## src/source/l15_adapter_cfg.svh

```systemverilog
`ifndef L15_ADAPTER_CFG_SVH
`define L15_ADAPTER_CFG_SVH

// Thread ids towards the L1.5
`define L15_TID_W 2
`define NUM_TIDS 4

// Widths on the cache side
`define PA_W 40
`define MEM_ID_W 4
`define PID_W 3
`define WORD_W 64
`define RTRN_W 128 // Two 64-bit return packets

// Source ports of the cache request mux
`define PORT_ICACHE 0
`define PORT_DCACHE 1
`define PORT_WBUF 2
`define PORT_UNC_RD 3
`define PORT_UNC_WR 4

`define ICACHE_UNC_SIZE 3 // 4B uncached fill
`define SWAP_ENDIAN 1 // L1.5 is big-endian

`endif

```

## src/source/l15_pkg.sv

```systemverilog
`default_nettype none

`include "l15_adapter_cfg.svh"

package l15_pkg;

    // Request types as seen by the L1.5
    typedef enum logic [4:0] {
        L15_LOAD_RQ  = 5'b00000,
        L15_STORE_RQ = 5'b00001,
        L15_IMISS_RQ = 5'b10000
    } l15_rqtype_e;

    // Return types, error return included
    typedef enum logic [3:0] {
        L15_LOAD_RET  = 4'b0000,
        L15_IFILL_RET = 4'b0001,
        L15_ST_ACK    = 4'b0100,
        L15_ERR_RET   = 4'b1100
    } l15_rtrn_e;

    typedef logic [2:0] l15_size_t;
    typedef logic [`L15_TID_W-1:0] l15_tid_t;
    typedef logic [`RTRN_W-1:0] l15_rtrn_data_t;

    // Byte reversal of a 64-bit word for the big-endian L1.5
    function automatic logic [`WORD_W-1:0] swap_bytes64(input logic [`WORD_W-1:0] din);
        logic [`WORD_W-1:0] dout;
        for (int i = 0; i < `WORD_W/8; i++) begin
            dout[i*8 +: 8] = din[(`WORD_W/8-1-i)*8 +: 8];
        end
        return dout;
    endfunction

endpackage

`default_nettype wire

```

## src/source/thread_id_free_list.sv

```systemverilog
`timescale 1ns/100ps
`default_nettype none

`include "l15_adapter_cfg.svh"

module thread_id_free_list import l15_pkg::*; (
    input  logic     clk_i,
    input  logic     rst_ni,
    input  logic     pop_i,
    input  logic     push_i,
    input  l15_tid_t push_tid_i,
    output logic     avail_o,
    output l15_tid_t head_tid_o
);

    localparam int cnt_w = $clog2(`NUM_TIDS + 1);

    l15_tid_t             tid_q [`NUM_TIDS];
    l15_tid_t             rd_ptr_q;   // Wraps naturally, depth is a power of two
    l15_tid_t             wr_ptr_q;
    logic [cnt_w-1:0]     count_q;

    always_ff @(posedge clk_i or negedge rst_ni) begin
        if (!rst_ni) begin
            for (int i = 0; i < `NUM_TIDS; i++) begin
                tid_q[i] <= l15_tid_t'(i);  // Starts full, ascending
            end
            rd_ptr_q <= '0;
            wr_ptr_q <= '0;
            count_q  <= cnt_w'(`NUM_TIDS);
        end else begin
            if (push_i) begin
                tid_q[wr_ptr_q] <= push_tid_i;
                wr_ptr_q        <= wr_ptr_q + 1'b1;
            end
            if (pop_i) rd_ptr_q <= rd_ptr_q + 1'b1;
            case ({pop_i, push_i})
                2'b10:   count_q <= count_q - 1'b1;
                2'b01:   count_q <= count_q + 1'b1;
                default: count_q <= count_q;
            endcase
        end
    end

    assign avail_o    = (count_q != '0);
    assign head_tid_o = tid_q[rd_ptr_q];

endmodule

`default_nettype wire
```

## config.mk

```make
export PLATFORM = sky130hd
export DESIGN_NAME = thread_id_free_list
export DESIGN_NICKNAME = d
export VERILOG_FILES = /design/src/source/l15_pkg.sv /design/src/source/thread_id_free_list.sv
export VERILOG_INCLUDE_DIRS = /design/src /design/src/source
export SDC_FILE = /design/constraint.sdc
export NUM_CORES = 1
export LEC_CHECK = 0
export ABC_CLOCK_PERIOD_IN_PS = 1850
export BUFFER_PORTS_ARGS = -buffer_cell sky130_fd_sc_hd__buf_2
export CELL_PAD_IN_SITES_DETAIL_PLACEMENT = 2
export CELL_PAD_IN_SITES_GLOBAL_PLACEMENT = 2
export CORE_MARGIN = 2
export CORE_UTILIZATION = 30
export CTS_CLUSTER_SIZE = 8
export DETAILED_ROUTE_END_ITERATION = 7
export PLACE_DENSITY = 0.67
export SKIP_LAST_GASP = 1
export SLEW_MARGIN = 5
export SYNTH_ARGS = -nofsm -noshare
export SYNTH_HDL_FRONTEND = slang
export SYNTH_SLANG_ARGS = --single-unit
export TNS_END_PERCENT = 5
```

## constraint.sdc

```tcl
create_clock -name clk_i -period 1.85 [get_ports clk_i]
set_input_delay 0.2775 -clock clk_i [delete_from_list [all_inputs] [get_ports clk_i]]
set_output_delay 0.2775 -clock clk_i [all_outputs]
set_load 0.01 [all_outputs]
```

After elaboration in Yosys (flattened, before gate mapping)
Cells that the tools add are included.
{ "word_totals": {"reg_bits": 15, "out_inout_bits": 3, "elab_cells": 28} }
{ "op_classes": {"n_addsub": 4, "order_cmp": 3, "eq_ne": 2, "mux": 7, "n_bitwise": 2, "n_reduce_logical": 3} }
{ "ops": {"columns": ["op", "count"], "rows": [
  ["8-bit bitwise mux", 1],
  ["3-bit >= comparator (second input constant)", 2],
  ["2-bit 2-to-1 mux", 3],
  ["2-bit NOT with 3-bit output", 2],
  ["3-bit one-hot mux with 2 select lines", 1],
  ["2-bit by 1-bit adder with 2-bit output (second input constant)", 2],
  ["2-bit binary-select mux with 2-bit select", 1],
  ["2-bit demux with 2-bit select", 1],
  ["3-bit by 1-bit adder with 3-bit output (second input constant)", 1],
  ["3-bit by 1-bit < comparator with 1-bit output (second input constant)", 1],
  ["3-bit nonzero test", 1],
  ["3-bit by 1-bit subtractor with 3-bit output (second input constant)", 1],
  ["2-bit by 1-bit equality test with 1-bit output (second input constant)", 1],
  ["2-bit equality test (second input constant)", 1],
  ["2-bit nonzero test", 1],
  ["1-bit logical AND", 1]
]} }

Longest topological paths before layout
{ "depth": {"word_depth": 6, "ltp_mapped": 7, "depth_no_buf": 7} }

Worst setup path before layout
OpenSTA, ideal clock, no wires.
{ "synth_path": {"path_kind": "in2reg", "start": "in pop_i", "end": "reg count_q[2]", "t_arrival_ns": 1.278, "t_required_ns": 1.775, "path_slack_ns": 0.497, "stages": 7, "path_buffers": 0, "path_cell_list": "inv_1 > ha_1 > inv_1 > fa_1 > xor2_1 > nor2_1 > xor2_1"} }
{ "synth_via": {"elab_chain_len": 2, "elab_cells_between_ends": 4, "classes_between": "eq/ne (2); mux (1); reduce/logical (1)"} }
{ "synth_rtl": {"columns": ["item", "line", "source"], "rows": [
  ["start, declared", "thread_id_free_list.sv:9", "input logic pop_i,"],
  ["2-bit by 1-bit equality test with 1-bit output or 2-bit equality test (tied branches)", "thread_id_free_list.sv:37", "case ({pop_i, push_i})"],
  ["3-bit one-hot mux with 2 select lines or 2-bit nonzero test (tied branches)", null, null],
  ["end signal, assigned", "thread_id_free_list.sv:38", "2'b10: count_q <= count_q - 1'b1;"],
  ["end signal, assigned", "thread_id_free_list.sv:39", "2'b01: count_q <= count_q + 1'b1;"],
  ["end signal, assigned", "thread_id_free_list.sv:40", "default: count_q <= count_q;"],
  ["end, declared", "thread_id_free_list.sv:21", "logic [cnt_w-1:0] count_q;"]
]} }
Parallel ways exist; a longest one is shown, timed or not.
A chain may end at the register's enable or synchronous reset.

Worst setup path in the final report
{ "layout_path": {"start": "reg rd_ptr_q[0]", "end": "out head_tid_o[1]"} }
{ "layout_via": {"elab_chain_len": 4} }
{ "layout_rtl": {"columns": ["item", "line", "source"], "rows": [
  ["start, declared", "thread_id_free_list.sv:19", "l15_tid_t rd_ptr_q;"],
  ["start signal, assigned", "thread_id_free_list.sv:36", "if (pop_i) rd_ptr_q <= rd_ptr_q + 1'b1;"],
  ["2-bit NOT with 3-bit output (not written as such)", "thread_id_free_list.sv:46", "assign head_tid_o = tid_q[rd_ptr_q];"],
  ["2-bit binary-select mux with 2-bit select", "thread_id_free_list.sv:46", null],
  ["2-bit 2-to-1 mux (not written as such) (2 in series)", "thread_id_free_list.sv:46", null],
  ["end, declared", "thread_id_free_list.sv:13", "output l15_tid_t head_tid_o"]
]} }
Every way passes these cells. The select of a mux whose other input is x is not followed.

==> results <==
- The combinational fraction of design power is 0.367.
- The achievable clock frequency is 576.3 MHz.
- The type of the worst setup path is flop to output port.
- Clock latency on the worst-skew pair, taken at its later pin, is 0.28 ns.
- Hold is met by 0.1982 ns.
- Max-cap violations in this run came to 0.
- The maximum ir drop on the vdd rail is 0.5279 mV.
- The routed layout has 430 vias.
- The horizontal die dimension is 53.10 um.
- The via count of the first global-routing pass came to 472.
- The critical path goes through mux4_1 > buf_2.
- The die is 53.10 um tall.
- The final total power is 1.352 mW.
- Of the total power, the share spent switching nets is 0.3229.
- Synthesis produced a netlist with a net count of 63.
- Of all nets on the critical path, the largest fanout is 4.
- Detailed placement finished with a half-perimeter wire length of 1006 um.
- The register bit count reported by yosys is 15.
- The per-cell via count in the routed design is 4.674.
- The count of routing violations after the opening detailed-route iteration is 1.
- Setup violations remaining at the end of the flow were counted as 0.
- Summed over all failing endpoints, the final setup total negative slack is 0 ns.
- Each instance of the synthesized netlist takes up on average 14.18 sq um.
- The power per cell area is 1620 mW/mm^2.
- During synthesis, Yosys emitted a total of 0 warnings.
- In this run the cell area of the synthesized design comes to 723.2 sq um.
- The count of nets left with antenna violations once routing finished came out at 0.
- The pin slew with the least headroom to its limit is 0.3414 ns.
- In the final routed layout, each cell accounts on average for 14.22 um.
- The slowest stage of the critical path belongs to the cell sky130_fd_sc_hd__mux4_1.
- The internal power of the cells totals 915.6 uW.
- The DRC violations left is 0.
- The number of antenna violations at the first check in global routing is 0.
- The maximum clock path buffer count is 2.
- The launching point of the worst reg2reg path is count_q[0].
- The area added between synthesis and finish is 15.40%.
- The sequential area share after synthesis is 0.5277.
- The capturing element type of the critical path is an output port.
- The final cell count without fillers is 92.
- Summed over all nets, the switching power comes to 436.6 uW.
- The cell count after synthesis is 51.
- The buffers inserted during post-CTS setup optimization is 0.
- Setup repair after global routing left no endpoint under its margin.
- The reg-to-reg critical path endpoint is count_q[2].
- The CTS tree is yes.
- The congestion estimate from routability-driven global placement came to 0.6535.
- In this run, placement finished with an instance count of 87.
- The clock-pin transition on the worst setup and hold timing paths is 0.09 ns.
- STA classifies the critical path startpoint as a flop.
- The endpoint arrival time on the critical path is 1.46 ns.
- For the worst flop-to-flop path, the logic depth is 4.
- 9 I/O pins were placed.
- The die covers 0.002820 sq mm.
- The first detailed-routing pass ran for 2 iterations.
- The global-route congestion overflow total is 0.
- For this design, the sink count on the clock tree is 15.
- The cell sitting at the root of the clock tree is a sky130_fd_sc_hd__clkbuf_4.
- The delay of the slowest cell on the worst path is 0.57 ns.
- Across every metal layer, demand over resource in global routing totals 0.1177.
- The ratio of final minimum period to clock period is 0.9379.
- The number of distinct library cells after synthesis is 13.
- The quantity of gates resized following cts is 0.
- The share of the core filled with cells is 0.3701.
- The max-slew violation count was 0.
- TritonCTS created 3 clock buffers.
- The number of hold violations in the final report is 0.
- The startpoint identified for the worst hold timing path is pop_i.
- Of the total power, registers draw 0.492.
- At the worst endpoint, the required time is 1.57 ns.
- For this block, the routed nets add up to 1308 um of wire.
- The worst hold-check path type is input pin to flop.
- The initial core utilization is 0.3208.
- Buffers placed on the I/O ports in this run total 8.
- Row generation in the floorplan step produced 17 rows.
- The worst hold path stage count is 2.
- The flow ran to the end, and the final reports show no timing, DRC or antenna violations.
- The global-route wire length before repair is 2166 um.
- The number of levels in the clock H-tree is 1.
- Entering global routing, the biggest net connects 16 pins.
- The number of antenna diodes is 0.
- Subtracting the final worst setup slack from the clock period gives 1.735 ns.
- The worst setup slack for register-to-register paths is 0.46 ns.
- The fraction of layout cells with a size suffix above 1 is 0.3906.
- The worst hold endpoint is rd_ptr_q[0].
- After floorplanning, the core was sized to cover 0.002255 sq mm.
- The share of total power dissipated in the clock network is 0.141.
- The worst relative slew slack is 0.7724.
- The analysis attributes to cell leakage a power of 0.3799 nW.
- Across the routed clock network, the largest skew measured is 0.001424 ns.
- The number of nets in the final layout is 77.
[kinds of logic after synthesis]
group | count (synthesis) | synth area share
and+or+nand+nor | 8 | 0.04498
buffers and inverters | 4 | 0.02076
xor gates and xnor gates | 6 | 0.07266
adders and majority gates | 6 | 0.1142
muxes | 11 | 0.2128
DFF | 15 | 0.5277
AOI/OAI and AO/OA | 1 | 0.006914
[cell usage in the layout (no fill, tap or decap)]
cell and instances:
sky130_fd_sc_hd__buf_2 8, sky130_fd_sc_hd__clkbuf_1 1, sky130_fd_sc_hd__clkbuf_4 3, sky130_fd_sc_hd__dfrtp_1 10, sky130_fd_sc_hd__dfstp_2 5, sky130_fd_sc_hd__dlygate4sd3_1 1
sky130_fd_sc_hd__fa_1 1, sky130_fd_sc_hd__ha_1 5, sky130_fd_sc_hd__inv_1 4, sky130_fd_sc_hd__mux2_2 9, sky130_fd_sc_hd__mux4_1 2, sky130_fd_sc_hd__nand2_1 6
sky130_fd_sc_hd__nor2_1 1, sky130_fd_sc_hd__o21ai_0 1, sky130_fd_sc_hd__or3_1 1, sky130_fd_sc_hd__xnor2_1 2, sky130_fd_sc_hd__xor2_1 4
[routing by layer]
layer	vias up	GRT usage	wire length (um)	share of wire
li1	200	-	-	-
met1	215	0.1365	566	0.43
met2	11	0.1813	632	0.48
met3	4	0.01695	53	0.041
met4	0	0.1154	55	0.042
met5	-	0	0	0
[power by group through the flow]
stage               clock network [mW]  registers (mW)  logic, mW
floorplan                            0           0.633      0.380
CTS                              0.202           0.671      0.507
finish                           0.191           0.665      0.496
global route                     0.216           0.695      0.561
global placement                     0           0.670      0.484
detailed placement                   0           0.677      0.501
[synthesized netlist by cell type, drive strengths merged]
library cell  instances  area share
fa                    1       0.028
mux2                  9        0.14
or3                   1      0.0087
mux4                  2       0.073
ha                    5       0.087
xor2                  4       0.048
dfrtp                10        0.35
dfstp                 5        0.18
nor2                  1      0.0052
inv                   4       0.021
o21ai                 1      0.0069
xnor2                 2       0.024
nand2                 6       0.031
[flip-flops by register name, indices dropped and copies added, names as in the netlist]
register  flops
count_q       3
tid_q         8
wr_ptr_q      2
rd_ptr_q      2
[how the worst max path moves through the flow]
stage,depth (start not counted),slack (ns),end,startpoint
after floorplan,7,0.50,count_q[2],pop_i
after global placement,7,0.28,count_q[2],push_i
after detailed placement,7,0.21,count_q[2],push_i
after CTS,2,0.07,head_tid_o[1],rd_ptr_q[0]
after global routing,2,0.05,head_tid_o[1],rd_ptr_q[0]
final,2,0.11,head_tid_o[1],rd_ptr_q[0]
[what timing repair did]
| action | in CTS | in global routing |
|---|---|---|
| endpoints found under the setup margin | 0 | 0 |
| hold buffers | 1 | 0 |
| hold endpoints to repair | 10 | 0 |
[critical path: cells and delay by family (launching register included)]
family / cells / cell delay (ns)
mux: 1 / 0.57
buf+inv: 1 / 0.15
flops: 1 / 0.45
[metrics by stage]
step,setup WS [ns],instance area (sq um)
global route,0.04647,834.6
global placement,0.2759,798.3
finish,0.1149,834.6
CTS,0.07186,834.6
detailed placement,0.2144,798.3
floorplan,0.4975,723.2
[final cells by class]
type                       instances  area, sq um
fill                             246         1420
inverter                           4        15.01
sequential                        15        381.6
clock buffer                       4        26.28
tap                               28        35.03
multi-input combinational         32        326.6
timing repair buffer               9        50.05
No activity file was read; power rests on OpenSTA's default activity.
