**src/source/l15_adapter_cfg.svh**
```systemverilog
`ifndef L15_ADAPTER_CFG_SVH
`define L15_ADAPTER_CFG_SVH

// Thread ids towards the L1.5
`define L15_TID_W 2
`define NUM_TIDS 4

// Widths on the cache side
`define PA_W 40
`define MEM_ID_W 4
`define PID_W 3
`define WORD_W 64
`define RTRN_W 128 // Two 64-bit return packets

// Source ports of the cache request mux
`define PORT_ICACHE 0
`define PORT_DCACHE 1
`define PORT_WBUF 2
`define PORT_UNC_RD 3
`define PORT_UNC_WR 4

`define ICACHE_UNC_SIZE 3 // 4B uncached fill
`define SWAP_ENDIAN 1 // L1.5 is big-endian

`endif

```
**src/source/hpdc_mem_pkg.sv**
```systemverilog
`default_nettype none

`include "l15_adapter_cfg.svh"

package hpdc_mem_pkg;

    // Command of a cache memory request
    typedef enum logic {
        MEM_READ  = 1'b0,
        MEM_WRITE = 1'b1
    } mem_cmd_e;

    // Request id, echoed back with the response
    typedef logic [`MEM_ID_W-1:0] mem_id_t;

    // Source port in the request mux
    typedef logic [`PID_W-1:0] mem_pid_t;

    typedef logic [`PA_W-1:0] mem_addr_t;

    // Log2 of the byte count
    typedef logic [2:0] mem_size_t;

    // One data word and its byte mask
    typedef logic [`WORD_W-1:0] mem_word_t;
    typedef logic [`WORD_W/8-1:0] mem_be_t;

endpackage

`default_nettype wire

```
**src/source/l15_pkg.sv**
```systemverilog
`default_nettype none

`include "l15_adapter_cfg.svh"

package l15_pkg;

    // Request types as seen by the L1.5
    typedef enum logic [4:0] {
        L15_LOAD_RQ  = 5'b00000,
        L15_STORE_RQ = 5'b00001,
        L15_IMISS_RQ = 5'b10000
    } l15_rqtype_e;

    // Return types, error return included
    typedef enum logic [3:0] {
        L15_LOAD_RET  = 4'b0000,
        L15_IFILL_RET = 4'b0001,
        L15_ST_ACK    = 4'b0100,
        L15_ERR_RET   = 4'b1100
    } l15_rtrn_e;

    typedef logic [2:0] l15_size_t;
    typedef logic [`L15_TID_W-1:0] l15_tid_t;
    typedef logic [`RTRN_W-1:0] l15_rtrn_data_t;

    // Byte reversal of a 64-bit word for the big-endian L1.5
    function automatic logic [`WORD_W-1:0] swap_bytes64(input logic [`WORD_W-1:0] din);
        logic [`WORD_W-1:0] dout;
        for (int i = 0; i < `WORD_W/8; i++) begin
            dout[i*8 +: 8] = din[(`WORD_W/8-1-i)*8 +: 8];
        end
        return dout;
    endfunction

endpackage

`default_nettype wire

```
**src/source/l15_req_encoder.sv**
```systemverilog
`timescale 1ns/100ps
`default_nettype none

`include "l15_adapter_cfg.svh"

module l15_req_encoder import hpdc_mem_pkg::*, l15_pkg::*; (
    input  mem_pid_t    req_pid_i,
    input  mem_cmd_e    req_cmd_i,
    input  logic        req_cacheable_i,
    input  mem_addr_t   req_addr_i,
    input  mem_size_t   req_size_i,
    input  mem_word_t   req_wdata_i,
    input  mem_be_t     req_be_i,
    output l15_rqtype_e l15_rqtype_o,
    output logic        l15_nc_o,
    output l15_size_t   l15_size_o,
    output mem_addr_t   l15_address_o,
    output mem_word_t   l15_data_o,
    output mem_be_t     l15_be_o
);

    localparam mem_pid_t port_icache = mem_pid_t'(`PORT_ICACHE);
    localparam mem_pid_t port_wbuf   = mem_pid_t'(`PORT_WBUF);
    localparam mem_pid_t port_unc_wr = mem_pid_t'(`PORT_UNC_WR);

    logic      is_ifill;
    logic      is_wbuf_st;
    logic      is_unc_st;
    logic [3:0] num_ones;
    logic [2:0] low_pos;   // Lowest set bit of the mask
    mem_size_t  st_size;
    logic [2:0] st_offset;
    mem_word_t  shifted;
    mem_word_t  rep_data;

    assign is_ifill   = (req_pid_i == port_icache);
    assign is_wbuf_st = (req_pid_i == port_wbuf) && (req_cmd_i == MEM_WRITE);
    assign is_unc_st  = (req_pid_i == port_unc_wr) && (req_cmd_i == MEM_WRITE);

    assign l15_rqtype_o = is_ifill ? L15_IMISS_RQ :
                          (is_wbuf_st || is_unc_st) ? L15_STORE_RQ :
                          L15_LOAD_RQ;  // Dcache and uncached reads
    assign l15_nc_o     = ~req_cacheable_i;

    assign num_ones = 4'($countones(req_be_i));

    always_comb begin
        low_pos = '0;
        for (int i = `WORD_W/8 - 1; i >= 0; i--) begin
            if (req_be_i[i]) low_pos = 3'(i);
        end
    end

    // Store size and aligned offset from the byte mask
    always_comb begin
        st_offset = low_pos;
        case (num_ones)
            4'd1:    st_size = 3'd0;
            4'd2:    st_size = 3'd1;
            4'd4:    st_size = 3'd2;
            default: begin
                st_size   = 3'd3;  // Full dword
                st_offset = '0;
            end
        endcase
    end

    assign l15_size_o = is_ifill ? (req_cacheable_i ? 3'd6 : 3'(`ICACHE_UNC_SIZE)) :
                        is_wbuf_st ? st_size + 3'd1 :
                        req_size_i + 3'd1;

    assign l15_address_o = is_wbuf_st ? {req_addr_i[`PA_W-1:3], st_offset} : req_addr_i;

    // Replicate the written bytes over the dword for uncached stores
    assign shifted = req_wdata_i >> {st_offset, 3'b000};

    always_comb begin
        case (st_size)
            3'd0:    rep_data = {8{shifted[7:0]}};
            3'd1:    rep_data = {4{shifted[15:0]}};
            3'd2:    rep_data = {2{shifted[31:0]}};
            default: rep_data = req_wdata_i;
        endcase
        if (!is_unc_st) rep_data = req_wdata_i;
    end

    assign l15_data_o = (`SWAP_ENDIAN != 0) ? swap_bytes64(rep_data) : rep_data;

    always_comb begin
        for (int i = 0; i < `WORD_W/8; i++) begin
            l15_be_o[i] = req_be_i[`WORD_W/8-1-i];  // Byte 0 is the MSB lane
        end
    end

endmodule

`default_nettype wire

```
**config.mk**
```make
export PLATFORM = sky130hd
export DESIGN_NAME = l15_req_encoder
export DESIGN_NICKNAME = d
export VERILOG_FILES = /design/src/source/hpdc_mem_pkg.sv /design/src/source/l15_pkg.sv /design/src/source/l15_req_encoder.sv
export VERILOG_INCLUDE_DIRS = /design/src /design/src/source
export SDC_FILE = /design/constraint.sdc
export NUM_CORES = 1
export LEC_CHECK = 0
export CAP_MARGIN = 20
export CORE_MARGIN = 2
export CORE_UTILIZATION = 30
export DETAILED_ROUTE_END_ITERATION = 7
export DONT_BUFFER_PORTS = 1
export GPL_TIMING_DRIVEN = 0
export SKIP_LAST_GASP = 1
export SLEW_MARGIN = 40
export SYNTH_ARGS = -nofsm -noshare
export SYNTH_HDL_FRONTEND = slang
export SYNTH_SLANG_ARGS = --single-unit
export TNS_END_PERCENT = 1
```
**constraint.sdc**
```tcl
create_clock -name vclk -period 7.27
set_input_delay 1.454 -clock vclk [all_inputs]
set_output_delay 1.454 -clock vclk [all_outputs]
set_load 0.005 [all_outputs]
```
* Word level (Yosys, flattened, before mapping) *
Index checks and enable logic that the tools add are counted.

word-level totals
  bits in registers = 0
  bits in latches = 0
  word-level logic and storage cells = 42
  input bits = 120
  memories kept = 0
  bits in read-only memories = 0
  bits in writable memories = 0

cells by class
  $add $sub $neg = 9
  shifts and indexed selects = 1
  reductions and logical operators = 6
  div/mod/pow operators = 0
  multiplexer cells = 18
  magnitude comparators = 0
  bitwise gates (word level) = 1
  equality and inequality tests = 7
  $mul = 0

operators by type and width
  operator             number
  $pmux 64 s3          1
  $mux 64              1
  $shr 64x6->32        1
  $mux 3               13
  $add 1x1->2          4
  $add 2x2->3          2
  $add 3x1->3 const B  2
  $eq 3x2->1 const B   2
  $logic_not 3->1      2
  $pmux 2 s3           1
  $mux 5               1
  $add 3x3->4          1
  $eq 4x1->1 const B   1
  $eq 4x2->1 const B   1
  $eq 4x3->1 const B   1
  $eq 3x1->1 const B   1
  $eq 3x3->1 const B   1
  $reduce_or 3->1      1
  $logic_and 1x1->1    2
  $logic_or 1x1->1     1
  $mux 1               1
  $not 1->1            1

* Longest topological paths before layout *
  depth after elaboration = 12
  mapped depth = 19
  depth with buffers taken out = 17

* Worst setup path before layout *
OpenSTA, ideal clock, no wires.

  path type = in2out
  start = input req_be_i[1]
  end = output l15_size_o[1]
  arrival time = 5.998 ns
  setup slack = -0.182 ns
  required time = 5.816 ns
  cell stages on the path = 18
  path buffers = 2
  path through = buf_2 > clkinv_1 > fa_1 > fa_1 > fa_1 > inv_1 > ha_1 > inv_1 > fa_1 > xnor2_2 > xor2_1 > or3_1 > buf_2 > and2_4 > nor2_1 > o21ai_0 > ha_1 > or2_2

on the way
  word-level cells in the longest chain between the ends = 8
  elaborated cells on any way between the ends = 10
  classes of those cells = 4 x add/sub; 3 x eq/ne; 3 x mux

RTL lines
  item                                      line                   source
  from (decl)                               l15_req_encoder.sv:13  input mem_be_t req_be_i,
  $add 1x1->2 (not written as such) *       l15_req_encoder.sv:45  assign num_ones = 4'($countones(req_be_i));
  $add 2x2->3 (not written as such) *       l15_req_encoder.sv:45
  $add 3x3->4 (not written as such) *       l15_req_encoder.sv:45
  $eq 4x3->1, or another cell as far along  l15_req_encoder.sv:57  case (num_ones)
  $pmux 2 s3 *                              l15_req_encoder.sv:57
  $add 3x1->3 *                             l15_req_encoder.sv:69  is_wbuf_st ? st_size + 3'd1 :
  $mux 3 *                                  l15_req_encoder.sv:69
  $mux 3 *                                  l15_req_encoder.sv:68  assign l15_size_o = is_ifill ? (req_cacheable_i ? 3'd6 : 3'(`ICACHE_UNC_SIZE)) :
  to (decl)                                 l15_req_encoder.sv:16  output l15_size_t l15_size_o,

Every way passes the cells marked *; elsewhere a longest branch is shown, timed or not.

* Worst setup path in the final report *
  start = input req_be_i[1]
  end = output l15_data_o[48]

on the way
  word-level cells in the longest chain between the ends = 9
  elaborated cells on any way between the ends = 17
  classes of those cells = 3 x add/sub; 5 x eq/ne; 1 x shift; 6 x mux; 2 x reduce/logical

RTL lines
  item                                      line                   source
  $add 1x1->2 (not written as such)         l15_req_encoder.sv:45
  $add 2x2->3 (not written as such)         l15_req_encoder.sv:45
  $add 3x3->4 (not written as such)         l15_req_encoder.sv:45
  $eq 4x3->1, or another cell as far along  l15_req_encoder.sv:57
  $reduce_or 3->1 (no source line)          -
  $mux 3                                    l15_req_encoder.sv:57
  $shr 64x6->32                             l15_req_encoder.sv:75  assign shifted = req_wdata_i >> {st_offset, 3'b000};
  $pmux 64 s3 *                             l15_req_encoder.sv:78  case (st_size)
  $mux 64 *                                 l15_req_encoder.sv:84  if (!is_unc_st) rep_data = req_wdata_i;
  to (decl)                                 l15_req_encoder.sv:18  output mem_word_t l15_data_o,

Marks and branches as above.

==> results list <==
- Among the stages of the critical path, the cell type that occurs most often is sky130_fd_sc_hd__fa_1.
- Count of vias placed by the detailed router: 5338
- Min-Delay Startpoint: req_cacheable_i
- Derived from the worst setup path, the maximum achievable clock frequency is between 100 and 150 MHz.
- Pin count of the biggest net entering global routing: 11
- Headroom to the max-slew limit came out at 0.285.
* Type of the tightest min-delay check: in -> out
* Area taken by flip-flops and latches: 0 um2
* DRC viols: 0
- Post-route setup slack: -0.0225 ns
- Cell count after synthesis: 572
- Die H: 115 um
- Dividing the synthesized area by the synthesized cell count gives 6.44 um2.
- Final-stage net count: 742
* Count of port buffers added during placement: 0
- Sequential area share after synthesis: 0
- Area growth, synth to finish: 33.0%
- Met2 Use GR: 0.460
- For this run, the total global-route usage over all layers was measured as 0.280.
- Effective utilization at floorplan: 0.307
- Placer congestion estimate: 0.973
- Global routing met1 resource utilization: 0.332
- Portion of the clock cycle consumed by the worst path in the final layout: 1.00
* Sequential cell count of the final layout: 0
- The run finished, with violations left.
* Die width: 115 um
- Final critical delay including setup and external delays: 7.29 ns
* Via count of the first global-routing pass: 5057
* Total of endpoints with negative setup slack in the final report: 7
- The largest single stage delay on the critical path is 0.53 ns.
- Measured on the finished design, the core utilization comes to 0.408.
- Total I/O pin count: 241
- CP Launch Type: input pin
- Wire per inst: 27.8 um
- Setup repair after global routing missed its margin: true
* Count of endpoints failing hold in the final timing report: 0
* Power per unit of standard cell area: 229 nW/um2
- Post-placement setup slack: -0.793 ns
- Count of nets left with antenna violations after detail routing: 0
* Worst hold stages: 1
- Final Slew Violations: 0
- The first global-routing pass estimated 28400 um of wire.
* Data arrival time at the worst-slack endpoint: about 5.8 ns
* Drt first pass iters: 8
* Number of distinct standard cells referenced by the synthesized netlist: 62
* Critical path buffers and inverters: 7
- Share of final-layout standard cells stronger than drive strength 1: 0.351
- Core area: 12000 um2
- Sum of routed wire length over all layers: 21100 um
- Violated checks: setup timing
* Sum of negative setup slack: -0.0812 ns
* Post-synthesis cell type with the largest combined area: sky130_fd_sc_hd__buf_4
- The worst setup path is captured at an output port.
* Number of antenna violations at the first check in global routing: 0
* Via-per-instance ratio: ~7.0
- Max-cap violations in this run came to 0.
- For met3 alone, demand over resource in global routing was 0.0648.
- Post-synthesis instance area: roughly 3700 um2
* Worst Hold Endpoint: l15_nc_o
- In the finished layout, the clock tree contains a buffer count of 0.
* Area share of the largest cell type after synthesis: 0.0998
* Critical path fanouts, max: 5
* Cell class contributing the biggest share of worst-path delay: adder cells
- Tracing the worst setup path back leads to its startpoint at req_be_i[1].
* Cell with the most instances after synthesis: sky130_fd_sc_hd__nor2_1
- HPWL after DPL: 14400 um
* Critical path cell sequence: buf_12, clkinv_8, fa_1, fa_1, fa_1, inv_1, ha_2, inv_2, fa_2, buf_4, xor2_1, or3_1, buf_6, and2_4, or3_4, buf_8, a21oi_1, a21oi_1
* CP Class: in -> out
* Area enclosed by the die boundary: 13200 um2
- Crit-path slowest cell: sky130_fd_sc_hd__fa_1
* Gr busiest metal: met2
- Global routing finished with a remaining overflow of 0.
- At the worst endpoint, the required time is 5.82 ns.
- The worst-case IR drop observed on VDD is 0.000127 V.
- Post-synth top cells: 79 x sky130_fd_sc_hd__nor2_1, 52 x sky130_fd_sc_hd__nand2_1, 49 x sky130_fd_sc_hd__buf_4, 39 x sky130_fd_sc_hd__a21oi_1, 24 x sky130_fd_sc_hd__o21ai_0
- Summed over all cells, the static leakage comes to 1.89 nW.
* Transition time at the pin with the least slew margin: between 1 and 1.5 ns
* Synth warn: 0
- By area the synthesized netlist is led by sky130_fd_sc_hd__buf_4 10%, sky130_fd_sc_hd__nor2_1 8.0%, sky130_fd_sc_hd__a21oi_1 5.3%, sky130_fd_sc_hd__nand2_1 5.3%, sky130_fd_sc_hd__a221oi_1 5.2%.
* DRT iter0 DRCs: 763
* Site row count: 40
- Diodes inserted: 0
-- kinds of logic (layout without fill, tap and decap cells) --
group / Yosys count / after routing / synth area share
XOR/XNOR: 4 / 4 / 0.0115
AO/OA/AOI/OAI: 231 / 231 / 0.469
multiplexers: 18 / 18 / 0.0502
buffers and inverters: 110 / 148 / 0.181
other: 1 / 3 / 0.00102
adder cells (fa/ha/maj): 8 / 8 / 0.0353
AND/OR/NAND/NOR: 200 / 200 / 0.252
-- placed cells by master (no fill, tap or decap), drive strengths merged, types with 4 or more instances in the layout --
cell type,n
fa,4
a211oi,10
mux2i,17
a311oi,7
a22oi,9
or2,6
nor2,80
and3,4
nand2,52
a31oi,8
o21ai,24
o2bb2ai,12
o22ai,19
o21a,21
inv,18
a221oi,22
a21oi,43
clkbuf,16
nor2b,18
a221o,8
nand2b,7
o221ai,24
buf,113
ha,4
nor3,5
o21bai,7
o211ai,5
nand3,18
-- layer usage --
layer | part of all wire | vias to the layer above
met4 | 0.055 | 0
met5 | 0 | -
met1 | 0.35 | 2492
li1 | - | 2207
met2 | 0.46 | 524
met3 | 0.14 | 115
-- final cells by class --
| class | instances | area, um2 |
|---|---|---|
| fill | 1265 | 7110 |
| multi-input combinational | 464 | 3510 |
| inverter | 19 | 83.8 |
| timing repair buffer | 40 | 392 |
| tap | 147 | 184 |
| buffer | 89 | 729 |
-- power by group --
group / leakage, nW / switching, mW / internal, mW
registers: 0 / 0 / 0
clock network: 0 / 0 / 0
logic: 1.89 / 0.624 / 0.497
-- per-stage QoR --
step           total power, mW  hold slack [ns]  instance area (um2)  std cells
2_1_floorplan            0.528             2.93                 3700        574
3_5_place_dp             0.726             2.94                 3900        722
4_1_cts                  0.900             2.94                 4410        738
6_report                  1.12             2.94                 4900        759
5_1_grt                   1.16             2.94                 4900        759
3_3_place_gp             0.710             2.94                 3880        721
-- worst max-delay path by stage --
stage,end,slack (ns),cells after the start
after floorplan,l15_data_o[14],0.03,18
final,l15_data_o[48],-0.02,18
after global placement,l15_data_o[32],-0.78,17
after detailed placement,l15_data_o[38],-0.79,18
after global routing,l15_data_o[3],-0.23,18
after CTS,l15_data_o[42],-0.05,18
-- timing repair --
item | 4_1_cts | 5_1_grt
hold buffers | 0 | 0
resized for setup | 76 | 58
pin swaps | 23 | 28
setup endpoints to repair | 66 | 66
buffers inserted | 16 | 19
gates cloned | 1 | 3
No activity file was read; power rests on OpenSTA's default activity.
